--- config.mk ---
export PLATFORM = sky130hd
export DESIGN_NAME = cu_control_top
export DESIGN_NICKNAME = d
export VERILOG_FILES = /design/src/hdl/cu_pkg.sv /design/src/hdl/cu_control_top.sv /design/src/hdl/cu_vertex_filter.sv /design/src/hdl/cu_response_router.sv /design/src/hdl/cu_read_arbiter.sv /design/src/hdl/cu_vertex_fetch.sv /design/src/hdl/cu_job_counter.sv /design/src/hdl/cu_phase_fsm.sv /design/src/hdl/cu_config_regs.sv
export SDC_FILE = /design/constraint.sdc
export NUM_CORES = 1
export LEC_CHECK = 0
export BUFFER_PORTS_ARGS = -buffer_cell sky130_fd_sc_hd__buf_2
export CORE_MARGIN = 3
export CORE_UTILIZATION = 56
export CTS_CLUSTER_DIAMETER = 150
export DETAILED_ROUTE_END_ITERATION = 8
export PLACE_DENSITY = 0.78
export SLEW_MARGIN = 20
export SYNTH_ARGS = -nofsm -noshare
export SYNTH_HDL_FRONTEND = slang
export SYNTH_SLANG_ARGS = --single-unit
--- constraint.sdc ---
create_clock -name clock -period 5.71 [get_ports clock]
set_input_delay 0.2855 -clock clock [delete_from_list [all_inputs] [get_ports clock]]
set_output_delay 0.2855 -clock clock [all_outputs]
set_load 0.005 [all_outputs]
--- src/hdl/cu_pkg.sv ---
////////////////////
// compute unit vertex path definitions
// widths, ids and the packed types shared by every block
////////////////////

package cu_pkg;

	// word and field widths
	localparam int word_bits   = 64;
	localparam int addr_bits   = 48;
	localparam int vertex_bits = 32;
	localparam int cu_id_bits  = 8;

	// tag carried by every vertex path command and response
	localparam logic [cu_id_bits-1:0] vertex_control_id = 8'h01;

	// vertices outstanding or queued at any time
	localparam int fetch_window   = 4;
	localparam int credit_bits    = $clog2(fetch_window + 1);
	localparam int queue_ptr_bits = $clog2(fetch_window);
	localparam logic [credit_bits-1:0] credit_max = credit_bits'(fetch_window);

	// bytes between two vertex records
	localparam logic [addr_bits-1:0] vertex_stride = 48'd8;

	typedef struct packed {
		logic                   valid;
		logic [word_bits-1:0]   control;
		logic [addr_bits-1:0]   vertex_base;
		logic [vertex_bits-1:0] vertex_count;
	} cu_config_t;

	typedef struct packed {
		logic                  valid;
		logic [addr_bits-1:0]  address;
		logic [cu_id_bits-1:0] cu_id;
	} cu_command_t;

	typedef struct packed {
		logic [vertex_bits-1:0] in_degree;
		logic [vertex_bits-1:0] vertex_id;
	} vertex_record_t;

	// raw word on the external path, vertex record on the filter side
	typedef union packed {
		logic [word_bits-1:0] raw;
		vertex_record_t       vertex;
	} cu_data_u;

	typedef struct packed {
		logic                  valid;
		logic [cu_id_bits-1:0] cu_id;
		cu_data_u              data;
	} cu_response_t;

	typedef struct packed {
		logic alfull;
		logic empty;
	} buffer_status_t;

	typedef struct packed {
		logic                   valid;
		logic [vertex_bits-1:0] vertex_id;
		logic [vertex_bits-1:0] in_degree;
	} vertex_job_t;

	typedef struct packed {
		logic [vertex_bits-1:0] emitted;
		logic [vertex_bits-1:0] dropped;
	} cu_return_t;

	typedef enum logic [1:0] {
		phase_idle,
		phase_fetch,
		phase_drain,
		phase_done
	} phase_t;

endpackage
--- src/hdl/cu_control_top.sv ---
////////////////////
// compute unit control top
// vertex job path from configuration to emitted jobs
////////////////////

`timescale 1ns/1ps

module cu_control_top (
	input  logic                         clock,
	input  logic                         rstn,
	input  logic                         enabled,
	input  cu_pkg::cu_config_t           cu_config,
	input  cu_pkg::buffer_status_t       read_buffer_status,
	input  cu_pkg::cu_response_t         read_response_in,
	input  cu_pkg::cu_command_t          ext_command_in,
	output cu_pkg::cu_command_t          read_command_out,
	output logic                         ext_command_grant,
	output cu_pkg::cu_response_t         ext_response_out,
	output cu_pkg::vertex_job_t          vertex_job_out,
	output logic                         cu_done,
	output cu_pkg::cu_return_t           cu_return,
	output logic [cu_pkg::word_bits-1:0] cu_status,
	input  logic                         vertex_job_request
);

	logic [cu_pkg::addr_bits-1:0]   vertex_base;
	logic [cu_pkg::vertex_bits-1:0] vertex_count;
	logic                           cu_ready;
	logic                           fetch_enable;
	logic                           count_reached;
	cu_pkg::phase_t                 phase;
	cu_pkg::cu_command_t            fetch_command;
	logic                           fetch_grant;
	cu_pkg::cu_response_t           vertex_response;
	logic                           emit_pulse;
	logic                           drop_pulse;
	logic                           credit_return;

	////////////////////
	// control and status
	////////////////////

	cu_config_regs config_regs (.clock(clock), .rstn(rstn), .enabled(enabled),
		.cu_config(cu_config), .vertex_base(vertex_base), .vertex_count(vertex_count),
		.cu_ready(cu_ready), .cu_status(cu_status));

	cu_phase_fsm phase_fsm (.clock(clock), .rstn(rstn), .enabled(enabled), .cu_ready(cu_ready),
		.count_reached(count_reached), .fetch_enable(fetch_enable), .cu_done(cu_done),
		.phase(phase));

	cu_job_counter job_counter (.clock(clock), .rstn(rstn), .phase(phase),
		.vertex_count(vertex_count), .emit_pulse(emit_pulse), .drop_pulse(drop_pulse),
		.cu_return(cu_return), .count_reached(count_reached));

	////////////////////
	// read command and response path
	////////////////////

	cu_vertex_fetch vertex_fetch (.clock(clock), .rstn(rstn), .fetch_enable(fetch_enable),
		.vertex_base(vertex_base), .vertex_count(vertex_count), .grant(fetch_grant),
		.credit_return(credit_return), .fetch_command(fetch_command));

	cu_read_arbiter read_arbiter (.clock(clock), .rstn(rstn), .fetch_command(fetch_command),
		.ext_command_in(ext_command_in), .read_buffer_status(read_buffer_status),
		.fetch_grant(fetch_grant), .ext_command_grant(ext_command_grant),
		.read_command_out(read_command_out));

	cu_response_router response_router (.clock(clock), .rstn(rstn),
		.read_response_in(read_response_in), .vertex_response(vertex_response),
		.ext_response_out(ext_response_out));

	cu_vertex_filter vertex_filter (.clock(clock), .rstn(rstn),
		.vertex_response(vertex_response), .vertex_job_request(vertex_job_request),
		.vertex_job_out(vertex_job_out), .emit_pulse(emit_pulse), .drop_pulse(drop_pulse),
		.credit_return(credit_return));

endmodule

--- src/hdl/cu_vertex_filter.sv ---
////////////////////
// vertex filter
// in-order queue, zero in-degree vertices are dropped
////////////////////

`timescale 1ns/1ps

module cu_vertex_filter (
	input  logic                 clock,
	input  logic                 rstn,
	input  cu_pkg::cu_response_t vertex_response,
	input  logic                 vertex_job_request,
	output cu_pkg::vertex_job_t  vertex_job_out,
	output logic                 emit_pulse,
	output logic                 drop_pulse,
	output logic                 credit_return
);

	cu_pkg::vertex_record_t            queue_mem [cu_pkg::fetch_window];
	cu_pkg::vertex_record_t            head;
	logic [cu_pkg::queue_ptr_bits-1:0] wr_ptr;
	logic [cu_pkg::queue_ptr_bits-1:0] rd_ptr;
	logic [cu_pkg::credit_bits-1:0]    fill;
	logic                              head_valid;
	logic                              emit;
	logic                              drop;

	assign head       = queue_mem[rd_ptr];
	assign head_valid = (fill != '0);
	assign drop       = head_valid && (head.in_degree == '0);
	assign emit       = head_valid && (head.in_degree != '0) && vertex_job_request;

	assign vertex_job_out = '{valid: head_valid && (head.in_degree != '0),
		vertex_id: head.vertex_id, in_degree: head.in_degree};

	always_ff @(posedge clock) begin
		if (vertex_response.valid)
			queue_mem[wr_ptr] <= vertex_response.data.vertex;
	end

	always_ff @(posedge clock or negedge rstn) begin
		if (!rstn) begin
			wr_ptr        <= '0;
			rd_ptr        <= '0;
			fill          <= '0;
			emit_pulse    <= 1'b0;
			drop_pulse    <= 1'b0;
			credit_return <= 1'b0;
		end else begin
			if (vertex_response.valid)
				wr_ptr <= wr_ptr + 1'b1;
			if (emit || drop)
				rd_ptr <= rd_ptr + 1'b1;
			case ({vertex_response.valid, emit || drop})
				2'b10: fill <= fill + 1'b1;
				2'b01: fill <= fill - 1'b1;
				default: fill <= fill;
			endcase
			// any departure frees one fetch credit
			emit_pulse    <= emit;
			drop_pulse    <= drop;
			credit_return <= emit || drop;
		end
	end

endmodule

--- src/hdl/cu_response_router.sv ---
////////////////////
// read response router
// vertex path tags go to the filter, the rest to the external port
////////////////////

`timescale 1ns/1ps

module cu_response_router (
	input  logic                 clock,
	input  logic                 rstn,
	input  cu_pkg::cu_response_t read_response_in,
	output cu_pkg::cu_response_t vertex_response,
	output cu_pkg::cu_response_t ext_response_out
);

	logic is_vertex;

	assign is_vertex = (read_response_in.cu_id == cu_pkg::vertex_control_id);

	always_ff @(posedge clock or negedge rstn) begin
		if (!rstn) begin
			vertex_response  <= '0;
			ext_response_out <= '0;
		end else begin
			// payload copied to both sides, only one valid is raised
			vertex_response        <= read_response_in;
			vertex_response.valid  <= read_response_in.valid && is_vertex;
			ext_response_out       <= read_response_in;
			ext_response_out.valid <= read_response_in.valid && !is_vertex;
		end
	end

endmodule

--- src/hdl/cu_read_arbiter.sv ---
////////////////////
// read command arbiter
// round robin over fetch and external requests, held off by alfull
////////////////////

`timescale 1ns/1ps

module cu_read_arbiter (
	input  logic                   clock,
	input  logic                   rstn,
	input  cu_pkg::cu_command_t    fetch_command,
	input  cu_pkg::cu_command_t    ext_command_in,
	input  cu_pkg::buffer_status_t read_buffer_status,
	output logic                   fetch_grant,
	output logic                   ext_command_grant,
	output cu_pkg::cu_command_t    read_command_out
);

	cu_pkg::buffer_status_t read_status_q;
	logic                   last_ext;
	logic                   fetch_req;
	logic                   ext_req;

	assign fetch_req = fetch_command.valid && !read_status_q.alfull;
	assign ext_req   = ext_command_in.valid && !read_status_q.alfull;

	// on a tie the side that lost last time wins
	always_comb begin
		fetch_grant       = fetch_req && !(ext_req && !last_ext);
		ext_command_grant = ext_req && !(fetch_req && last_ext);
	end

	always_ff @(posedge clock or negedge rstn) begin
		if (!rstn) begin
			read_status_q    <= '{alfull: 1'b0, empty: 1'b1};
			last_ext         <= 1'b0;
			read_command_out <= '0;
		end else begin
			read_status_q <= read_buffer_status;
			if (fetch_grant)
				last_ext <= 1'b0;
			else if (ext_command_grant)
				last_ext <= 1'b1;
			read_command_out       <= ext_command_grant ? ext_command_in : fetch_command;
			read_command_out.valid <= fetch_grant || ext_command_grant;
		end
	end

endmodule

--- src/hdl/cu_vertex_fetch.sv ---
////////////////////
// vertex fetch engine
// one read per vertex record, limited by a credit window
////////////////////

`timescale 1ns/1ps

module cu_vertex_fetch (
	input  logic                           clock,
	input  logic                           rstn,
	input  logic                           fetch_enable,
	input  logic [cu_pkg::addr_bits-1:0]   vertex_base,
	input  logic [cu_pkg::vertex_bits-1:0] vertex_count,
	input  logic                           grant,
	input  logic                           credit_return,
	output cu_pkg::cu_command_t            fetch_command
);

	logic [cu_pkg::vertex_bits-1:0] issued;
	logic [cu_pkg::vertex_bits-1:0] issued_next;
	logic [cu_pkg::credit_bits-1:0] credits;
	logic [cu_pkg::credit_bits-1:0] credits_next;
	logic [cu_pkg::addr_bits-1:0]   fetch_offset;
	logic                           take;

	assign take = fetch_command.valid && grant;

	// a credit leaves with each grant and comes back when the filter frees a slot
	always_comb begin
		issued_next  = issued;
		credits_next = credits;
		if (take) begin
			issued_next  = issued + 1'b1;
			credits_next = credits_next - 1'b1;
		end
		if (credit_return)
			credits_next = credits_next + 1'b1;
	end

	assign fetch_offset = {{(cu_pkg::addr_bits - cu_pkg::vertex_bits){1'b0}}, issued_next} *
		cu_pkg::vertex_stride;

	always_ff @(posedge clock or negedge rstn) begin
		if (!rstn) begin
			issued        <= '0;
			credits       <= cu_pkg::credit_max;
			fetch_command <= '0;
		end else if (!fetch_enable) begin
			issued              <= '0;
			credits             <= cu_pkg::credit_max;
			fetch_command.valid <= 1'b0;
		end else begin
			issued  <= issued_next;
			credits <= credits_next;
			// hold until granted, then offer the next index if a credit is free
			fetch_command.valid <= (fetch_command.valid && !grant) ||
				((issued_next < vertex_count) && (credits_next != '0));
			fetch_command.address <= vertex_base + fetch_offset;
			fetch_command.cu_id   <= cu_pkg::vertex_control_id;
		end
	end

endmodule

--- src/hdl/cu_job_counter.sv ---
////////////////////
// job counter
// emitted and dropped totals, return record and completion
////////////////////

`timescale 1ns/1ps

module cu_job_counter (
	input  logic                           clock,
	input  logic                           rstn,
	input  cu_pkg::phase_t                 phase,
	input  logic [cu_pkg::vertex_bits-1:0] vertex_count,
	input  logic                           emit_pulse,
	input  logic                           drop_pulse,
	output cu_pkg::cu_return_t             cu_return,
	output logic                           count_reached
);

	logic [cu_pkg::vertex_bits-1:0] emitted_count;
	logic [cu_pkg::vertex_bits-1:0] dropped_count;

	always_ff @(posedge clock or negedge rstn) begin
		if (!rstn) begin
			emitted_count <= '0;
			dropped_count <= '0;
		end else if (phase == cu_pkg::phase_idle) begin
			emitted_count <= '0;
			dropped_count <= '0;
		end else begin
			if (emit_pulse)
				emitted_count <= emitted_count + 1'b1;
			if (drop_pulse)
				dropped_count <= dropped_count + 1'b1;
		end
	end

	// compared on the registered totals, so one cycle behind the last pulse
	assign count_reached = (phase == cu_pkg::phase_fetch) &&
		((emitted_count + dropped_count) == vertex_count);

	assign cu_return = '{emitted: emitted_count, dropped: dropped_count};

endmodule

--- src/hdl/cu_phase_fsm.sv ---
////////////////////
// job phase FSM
// idle, fetch, drain and done for one vertex job
////////////////////

`timescale 1ns/1ps

module cu_phase_fsm (
	input  logic           clock,
	input  logic           rstn,
	input  logic           enabled,
	input  logic           cu_ready,
	input  logic           count_reached,
	output logic           fetch_enable,
	output logic           cu_done,
	output cu_pkg::phase_t phase
);

	cu_pkg::phase_t phase_next;

	always_comb begin
		phase_next = phase;
		if (!enabled) begin
			// done winds down through drain, everything else drops straight to idle
			if (phase == cu_pkg::phase_done)
				phase_next = cu_pkg::phase_drain;
			else
				phase_next = cu_pkg::phase_idle;
		end else begin
			case (phase)
				cu_pkg::phase_idle: begin
					if (cu_ready)
						phase_next = cu_pkg::phase_fetch;
				end
				cu_pkg::phase_fetch: begin
					if (count_reached)
						phase_next = cu_pkg::phase_done;
				end
				cu_pkg::phase_drain: begin
					phase_next = cu_pkg::phase_idle;
				end
				default: begin
					// done holds while the host keeps the unit enabled
					phase_next = cu_pkg::phase_done;
				end
			endcase
		end
	end

	always_ff @(posedge clock or negedge rstn) begin
		if (!rstn) begin
			phase <= cu_pkg::phase_idle;
		end else begin
			phase <= phase_next;
		end
	end

	assign fetch_enable = (phase == cu_pkg::phase_fetch);
	assign cu_done      = (phase == cu_pkg::phase_done);

endmodule

--- src/hdl/cu_config_regs.sv ---
////////////////////
// configuration registers
// keeps the last non-zero value of each field and derives readiness
////////////////////

`timescale 1ns/1ps

module cu_config_regs (
	input  logic                           clock,
	input  logic                           rstn,
	input  logic                           enabled,
	input  cu_pkg::cu_config_t             cu_config,
	output logic [cu_pkg::addr_bits-1:0]   vertex_base,
	output logic [cu_pkg::vertex_bits-1:0] vertex_count,
	output logic                           cu_ready,
	output logic [cu_pkg::word_bits-1:0]   cu_status
);

	logic [cu_pkg::word_bits-1:0] control_word;

	always_ff @(posedge clock or negedge rstn) begin
		if (!rstn) begin
			control_word <= '0;
			vertex_base  <= '0;
			vertex_count <= '0;
			cu_status    <= '0;
		end else begin
			// a zero field leaves the earlier value in place
			if (enabled && cu_config.valid) begin
				if (|cu_config.control)
					control_word <= cu_config.control;
				if (|cu_config.vertex_base)
					vertex_base <= cu_config.vertex_base;
				if (|cu_config.vertex_count)
					vertex_count <= cu_config.vertex_count;
			end
			cu_status <= control_word;
		end
	end

	// every required word has been written
	assign cu_ready = (|control_word) && (|vertex_base) && (|vertex_count);

endmodule

# [Word level (Yosys, flattened, before mapping)]
# Memory sizes are Yosys's and may differ from the RTL's.
# Cells that the tools add are included.
[op_classes] n_addsub=11 n_lt_le_gt_ge=1 eq_ne=9 mux=21 reduce_logical=46
[ops] operator="two-way mux 32 bit" count=6
[ops] operator="OR reduction 64 bit" count=2
[ops] operator="adder 32 x 1 -> 32 bit (second input constant)" count=3
[ops] operator="OR reduction 48 bit" count=2
[ops] operator="OR reduction 32 bit" count=2
[ops] operator="two-way mux 56 bit" count=1
[ops] operator="adder 48 x 35 -> 48 bit" count=1
[ops] operator="adder 32 bit" count=1
[ops] operator="equality test 32 bit" count=1
[ops] operator="logical NOT 32 bit" count=1
[ops] operator="less-than comparator 32 bit" count=1
[ops] operator="nonzero test 32 bit" count=1
[ops] operator="logical AND 1 bit" count=18
[ops] operator="two-way mux 3 bit" count=3
[ops] operator="equality test 8 x 1 -> 1 bit (second input constant)" count=1
[ops] operator="two-way mux 2 bit" count=4
[ops] operator="AND reduction 2 bit" count=4
[ops] operator="nonzero test 2 bit" count=4
[ops] operator="adder 3 x 1 -> 3 bit (second input constant)" count=2
[ops] operator="equality test 2 bit (second input constant)" count=3
[ops] operator="logical NOT 1 bit" count=6
[ops] operator="inequality test 3 bit (second input constant)" count=2
[ops] operator="one-hot mux 2 bit (3 select lines)" count=1
[ops] operator="one-hot mux 3 bit (2 select lines)" count=1
[ops] operator="7 further kinds" count=17
[word_totals] register_bits=502 ram_bits=256 input_bits=281 out_inout_bits=325 memories=1
[mem_list] memory="vertex_filter.queue_mem" words=4 word_bits=64 rd=1 rd_clocked_by_memory_dff=0 wr=1 line_no="cu_vertex_filter.sv:19" text="cu_pkg::vertex_record_t queue_mem [cu_pkg::fetch_window];"

# [Longest topological paths before layout]
[depth] ltp_word=13 ltp_mapped=19 mapped_depth_nobuf=18

# [Cells and area by module]
# A second synthesis with hierarchy kept.
[unflattened] hier_cells=2616 hier_area_um2=34738.3
[modules_own_cells] module="cu_vertex_filter" instances=1 cells_per_inst=402 area_per_inst_um2=9873.2
[modules_own_cells] module="cu_config_regs" instances=1 cells_per_inst=463 area_per_inst_um2=7556.0
[modules_own_cells] module="cu_vertex_fetch" instances=1 cells_per_inst=780 area_per_inst_um2=6860.3
[modules_own_cells] module="cu_job_counter" instances=1 cells_per_inst=682 area_per_inst_um2=5604.1
[modules_own_cells] module="cu_response_router" instances=1 cells_per_inst=150 area_per_inst_um2=2433.6
[modules_own_cells] module="cu_read_arbiter" instances=1 cells_per_inst=131 area_per_inst_um2=2319.7
[modules_own_cells] module="cu_phase_fsm" instances=1 cells_per_inst=8 area_per_inst_um2=91.3

# [Worst setup path after synthesis]
# No wires, ideal clock.
[synth_timing] path_kind="register to register" startpoint="reg read_arbiter.read_status_q[1] in the netlist's numbering" endpoint="reg vertex_fetch.fetch_command[45] (netlist name)" setup_time_ns=0.070 arrival_ns=4.009 slack_ns=1.631 stages_incl_launch_ff=18 n_path_buf=1 period_less_slack_ns=4.079 cell_sequence="dfrtp_1 nand2b_4 nor2_8 nand4_4 or3_4 or3_1 buf_2 xnor2_1 ha_1 a21oi_1 a21boi_0 a311o_1 nand3b_1 o211ai_1 a21boi_0 o311ai_1 nand4_1 nand3_1"
[synth_via] elab_chain_len=8 elab_cells_between_ends=9 cone_classes="1 x add/sub; 1 x mux; 7 x reduce/logical"
[synth_lines] item="start, declared" line_no="cu_read_arbiter.sv:19" text="cu_pkg::buffer_status_t read_status_q;"
[synth_lines] item="start signal, assigned" line_no="cu_read_arbiter.sv:35" text="read_status_q <= '{alfull: 1'b0, empty: 1'b1};"
[synth_lines] item="start signal, assigned" line_no="cu_read_arbiter.sv:39" text="read_status_q <= read_buffer_status;"
[synth_lines] item="logical NOT 1 bit *" line_no="cu_read_arbiter.sv:24, cu_read_arbiter.sv:25"
[synth_lines] item="logical AND 1 bit" line_no="cu_read_arbiter.sv:25" text="assign ext_req = ext_command_in.valid && !read_status_q.alfull;"
[synth_lines] item="logical AND 1 bit" line_no="cu_read_arbiter.sv:29" text="fetch_grant = fetch_req && !(ext_req && !last_ext);"
[synth_lines] item="logical NOT 1 bit" line_no="cu_read_arbiter.sv:29"
[synth_lines] item="logical AND 1 bit *" line_no="cu_read_arbiter.sv:29"
[synth_lines] item="logical AND 1 bit *" line_no="cu_vertex_fetch.sv:26" text="assign take = fetch_command.valid && grant;"
[synth_lines] item="two-way mux 32 bit *" line_no="cu_vertex_fetch.sv:32" text="if (take) begin"
[synth_lines] item="adder 48 x 35 -> 48 bit *" line_no="cu_vertex_fetch.sv:58" text="fetch_command.address <= vertex_base + fetch_offset;"
# Every way passes the cells marked *; elsewhere a longest branch is shown, timed or not.
# A chain may end at the register's enable or synchronous reset.

# [Final worst setup path]
[layout_timing] startpoint="reg read_arbiter.read_status_q[1] in the netlist's numbering" endpoint="reg vertex_fetch.fetch_command[52] (netlist name)"
[layout_via] elab_chain_len=8 elab_cells_between_ends=9 cone_classes="1 x add/sub; 1 x mux; 7 x reduce/logical"
[layout_lines] item="logical NOT 1 bit *" line_no="cu_read_arbiter.sv:24, cu_read_arbiter.sv:25"
[layout_lines] item="logical AND 1 bit" line_no="cu_read_arbiter.sv:25"
[layout_lines] item="logical AND 1 bit" line_no="cu_read_arbiter.sv:29"
[layout_lines] item="logical NOT 1 bit" line_no="cu_read_arbiter.sv:29"
[layout_lines] item="logical AND 1 bit *" line_no="cu_read_arbiter.sv:29"
[layout_lines] item="logical AND 1 bit *" line_no="cu_vertex_fetch.sv:26"
[layout_lines] item="two-way mux 32 bit *" line_no="cu_vertex_fetch.sv:32"
[layout_lines] item="adder 48 x 35 -> 48 bit *" line_no="cu_vertex_fetch.sv:58"
# Marked as above.

==> reports/results.ini <==
[power]
internal_power_mw=10.7
p_total_mw=14.9
power_switching_mw=4.23
powerDensity_nw_per_um2=350
leakage_nw=18.6
vdd_drop_max_mv=0.355
power_frac_seq=0.444
comb_power_share=0.182
switching_share=0.283
clock_power_share=0.374

[global_routing]
met1_usage=0.400
grt_overflow=0
globalRoute.busiestLayer=met2
grt_max_degree=170
antenna_found_initial=5
grt_util_met2=0.595
grt_pass1_wl_um=164000
met3_usage=0.0755
first_global_vias=26816
track_usage=0.341

[clocking]
clockBufferDepth=3
tritoncts=built
htreeDepth=3
path_clk_slew_ps=70
worstSkewPairLatency_ps=660
cts_buffers=78
cts_root_buffer=clkbuf_16
ctsResizeCount=0
cts.sinks=758

[timing]
final.setup.tns_ps=0
worst_pin_slew_ps=996
period_needed_ps=5200
skew_ps=44.9
grt_setup_unrepaired=false
relSlewSlack=0.326
fin_crit_sh=0.910
report.final.slew_viol_count=0
fmax_mhz=192
final_hold_viol_count=0
setup_viol=0

[run]
max-cap-violations=0

[synthesis]
yosysSeqAreaShare=0.602
netlist_instances=2532
yosysWarningCount=0
synth.avg_cell_area_sq_um=13.3
synthFlopType=dfrtp_1
ys_ff_latch=758
synth_edf_count=256
synthArstFlopShare=0.662
synth_cell_types=94
synth_nets=2920
syn_area_sq_um=33600

[routing]
drtPass1Iterations=7
viasPerCell=6.08
drt-total-wl_um=108000
drt-wirelength-per-cell_um=25.6
ant_nets=0
drc=0
drtIter0Drc=2289
vias=25652

[floorplanning]
dieHeight_um=251
core_area_sq_um=59200
initial_core_util=0.567
ios=606
rows=89
die_w_um=251
die-area_sq_um=63000

[critical_path]
worstPathRequired_ps=6180
critPathMaxFanout=6
worstSetupEndpointType=register
critPathKind=register to register
cp_data_arrival_time_ps=5670
crit_path_start_kind=register

[min_path]
min_path_type=input pin to asynchronous set/reset pin

[placement]
port_buffers=604
hpwl_um=67400
gp_congestion=0.917

[cells_and_area]
register_area_sq_um=20300
post_route_cells_drive_above_1_share=0.308
multi_input_area_sq_um=12400
nets=3762
fill_cells=3694
area_delta_synth_final_pct=27.0
layout_common_cells=603 x buf_2, 499 x dfrtp_1, 278 x dlygate4sd3_1
final_common_cell=buf_2

[status]
status=complete, no violations

cell families (layout without fill, tap and decap cells):
logic type | Yosys count | count (layout) | synth area share
AND/OR/NAND/NOR | 706 | 706 | 0.110
multiplexers | 266 | 266 | 0.110
other | 0 | 4 | 0
buffers and inverters | 203 | 1110 | 0.0307
adder cells (fa/ha/maj) | 107 | 107 | 0.0405
XOR/XNOR | 168 | 168 | 0.0449
AO/OA/AOI/OAI | 324 | 324 | 0.0609
flip-flops | 758 | 758 | 0.602
power by group through the flow:
| stage | clock (mW) | combinational (mW) | sequential (mW) |
|---|---|---|---|
| floorplan | 0 | 1.50 | 6.40 |
| global placement | 0 | 2.36 | 6.65 |
| detailed placement | 0 | 2.42 | 6.67 |
| CTS | 5.57 | 2.63 | 6.58 |
| global route | 5.83 | 2.88 | 6.66 |
| finish | 5.58 | 2.71 | 6.62 |
final timing paths:
path | slack, ps | depth (start not counted) | endpoint | from
min | 210 | 2 | job_counter.dropped_count[24] | rstn
max reg2reg | 510 | 17 | vertex_fetch.fetch_command[52] | read_arbiter.read_status_q[1]
min reg2reg | 400 | 0 | config_regs.cu_status[29] | config_regs.control_word[29]
max | 510 | 17 | vertex_fetch.fetch_command[52] | read_arbiter.read_status_q[1]
max in group asynchronous | 4130 | 3 | config_regs.control_word[21] | rstn
min in group clock | 280 | 2 | response_router.ext_response_out[59] | read_response_in[59]
metrics by stage:
step,util,hold slack [ps],cell area [sq um],setup WS [ps],cells
2_1_floorplan,-,-10.1,33600,1630,2532
3_3_place_gp,0.625,257,37000,963,3789
3_5_place_dp,0.625,272,37000,744,3789
4_1_cts,0.720,195,42700,688,4212
5_1_grt,0.720,252,42700,59.8,4216
6_report,0.720,212,42700,512,4216
layout make-up:
type	instances	share of cell area
clock inverter	36	0.0134
multi-input combinational	1571	0.290
timing repair buffer	900	0.140
clock buffer	109	0.0532
sequential	758	0.475
antenna	4	0.000235
tap	773	0.0227
inverter	65	0.00572
routing by layer:
| metal | routed length, um | share of wire |
|---|---|---|
| met3 | 8370 | 0.078 |
| met5 | 13 | 0.00012 |
| met1 | 38300 | 0.36 |
| met2 | 55100 | 0.51 |
| met4 | 6110 | 0.057 |
flip-flops by register name, summed over array words and instances, names as in the netlist, 2 cells and up:
| register | flops |
|---|---|
| phase_fsm.phase | 2 |
| vertex_fetch.fetch_command | 50 |
| vertex_filter.fill | 3 |
| config_regs.vertex_base | 48 |
| vertex_filter.queue_mem | 256 |
| response_router.ext_response_out | 73 |
| config_regs.cu_status | 64 |
| vertex_fetch.issued | 32 |
| config_regs.vertex_count | 32 |
| vertex_fetch.credits | 3 |
| job_counter.emitted_count | 32 |
| vertex_filter.wr_ptr | 2 |
| vertex_filter.rd_ptr | 2 |
| job_counter.dropped_count | 32 |
| read_arbiter.read_command_out | 57 |
| config_regs.control_word | 64 |
cells in the mapped netlist, types with 4 or more instances:
cell | instances | area share
a21boi_0 | 7 | 0.0016
nor4_1 | 97 | 0.018
a31oi_1 | 9 | 0.0017
xnor2_1 | 64 | 0.017
or2_2 | 7 | 0.0013
ha_1 | 104 | 0.039
and3_1 | 48 | 0.0089
and2_1 | 44 | 0.0082
o21ai_0 | 93 | 0.014
o2111ai_1 | 5 | 0.0013
a21o_1 | 24 | 0.0054
clkbuf_1 | 45 | 0.0050
mux2_2 | 194 | 0.065
inv_1 | 65 | 0.0073
o21a_1 | 10 | 0.0022
xor2_1 | 100 | 0.026
o31ai_1 | 5 | 0.0011
a211oi_1 | 8 | 0.0018
buf_4 | 66 | 0.015
o211ai_1 | 15 | 0.0034
nor3_1 | 28 | 0.0042
or3_1 | 15 | 0.0028
nor2_1 | 134 | 0.015
edfxtp_1 | 256 | 0.23
buf_2 | 11 | 0.0016
dfrtp_1 | 501 | 0.37
nor2b_1 | 10 | 0.0019
a221oi_1 | 4 | 0.0010
and4_1 | 13 | 0.0034
a21oi_1 | 87 | 0.013
nand3_1 | 55 | 0.0082
buf_1 | 13 | 0.0015
nand3b_1 | 4 | 0.00089
nand4_1 | 56 | 0.010
mux4_2 | 64 | 0.043
o21bai_1 | 7 | 0.0016
nand2_1 | 164 | 0.018
nand2b_1 | 7 | 0.0013
mux2i_1 | 8 | 0.0024
what timing repair did:
action | 4_1_cts | 5_1_grt
endpoints found under the hold margin | 340 | 0
buffers inserted | 0 | 0
hold buffers | 278 | 0
worst max-delay path, cell delays in order (launching register included):
cell      delay, ps
dfrtp_1         420
nand2b_4        200
nor4_1          610
nor2b_1         310
nand2b_1        200
or2_2           360
nor2_1          230
xnor2_1         170
ha_1            360
nand2_1         110
o21a_1          190
o21ai_0         290
a21o_1          140
o211ai_1        150
a31oi_1         530
nand2_1         170
xor2_1          190
o21ai_0         420
No activity file was read; power rests on OpenSTA's default activity.
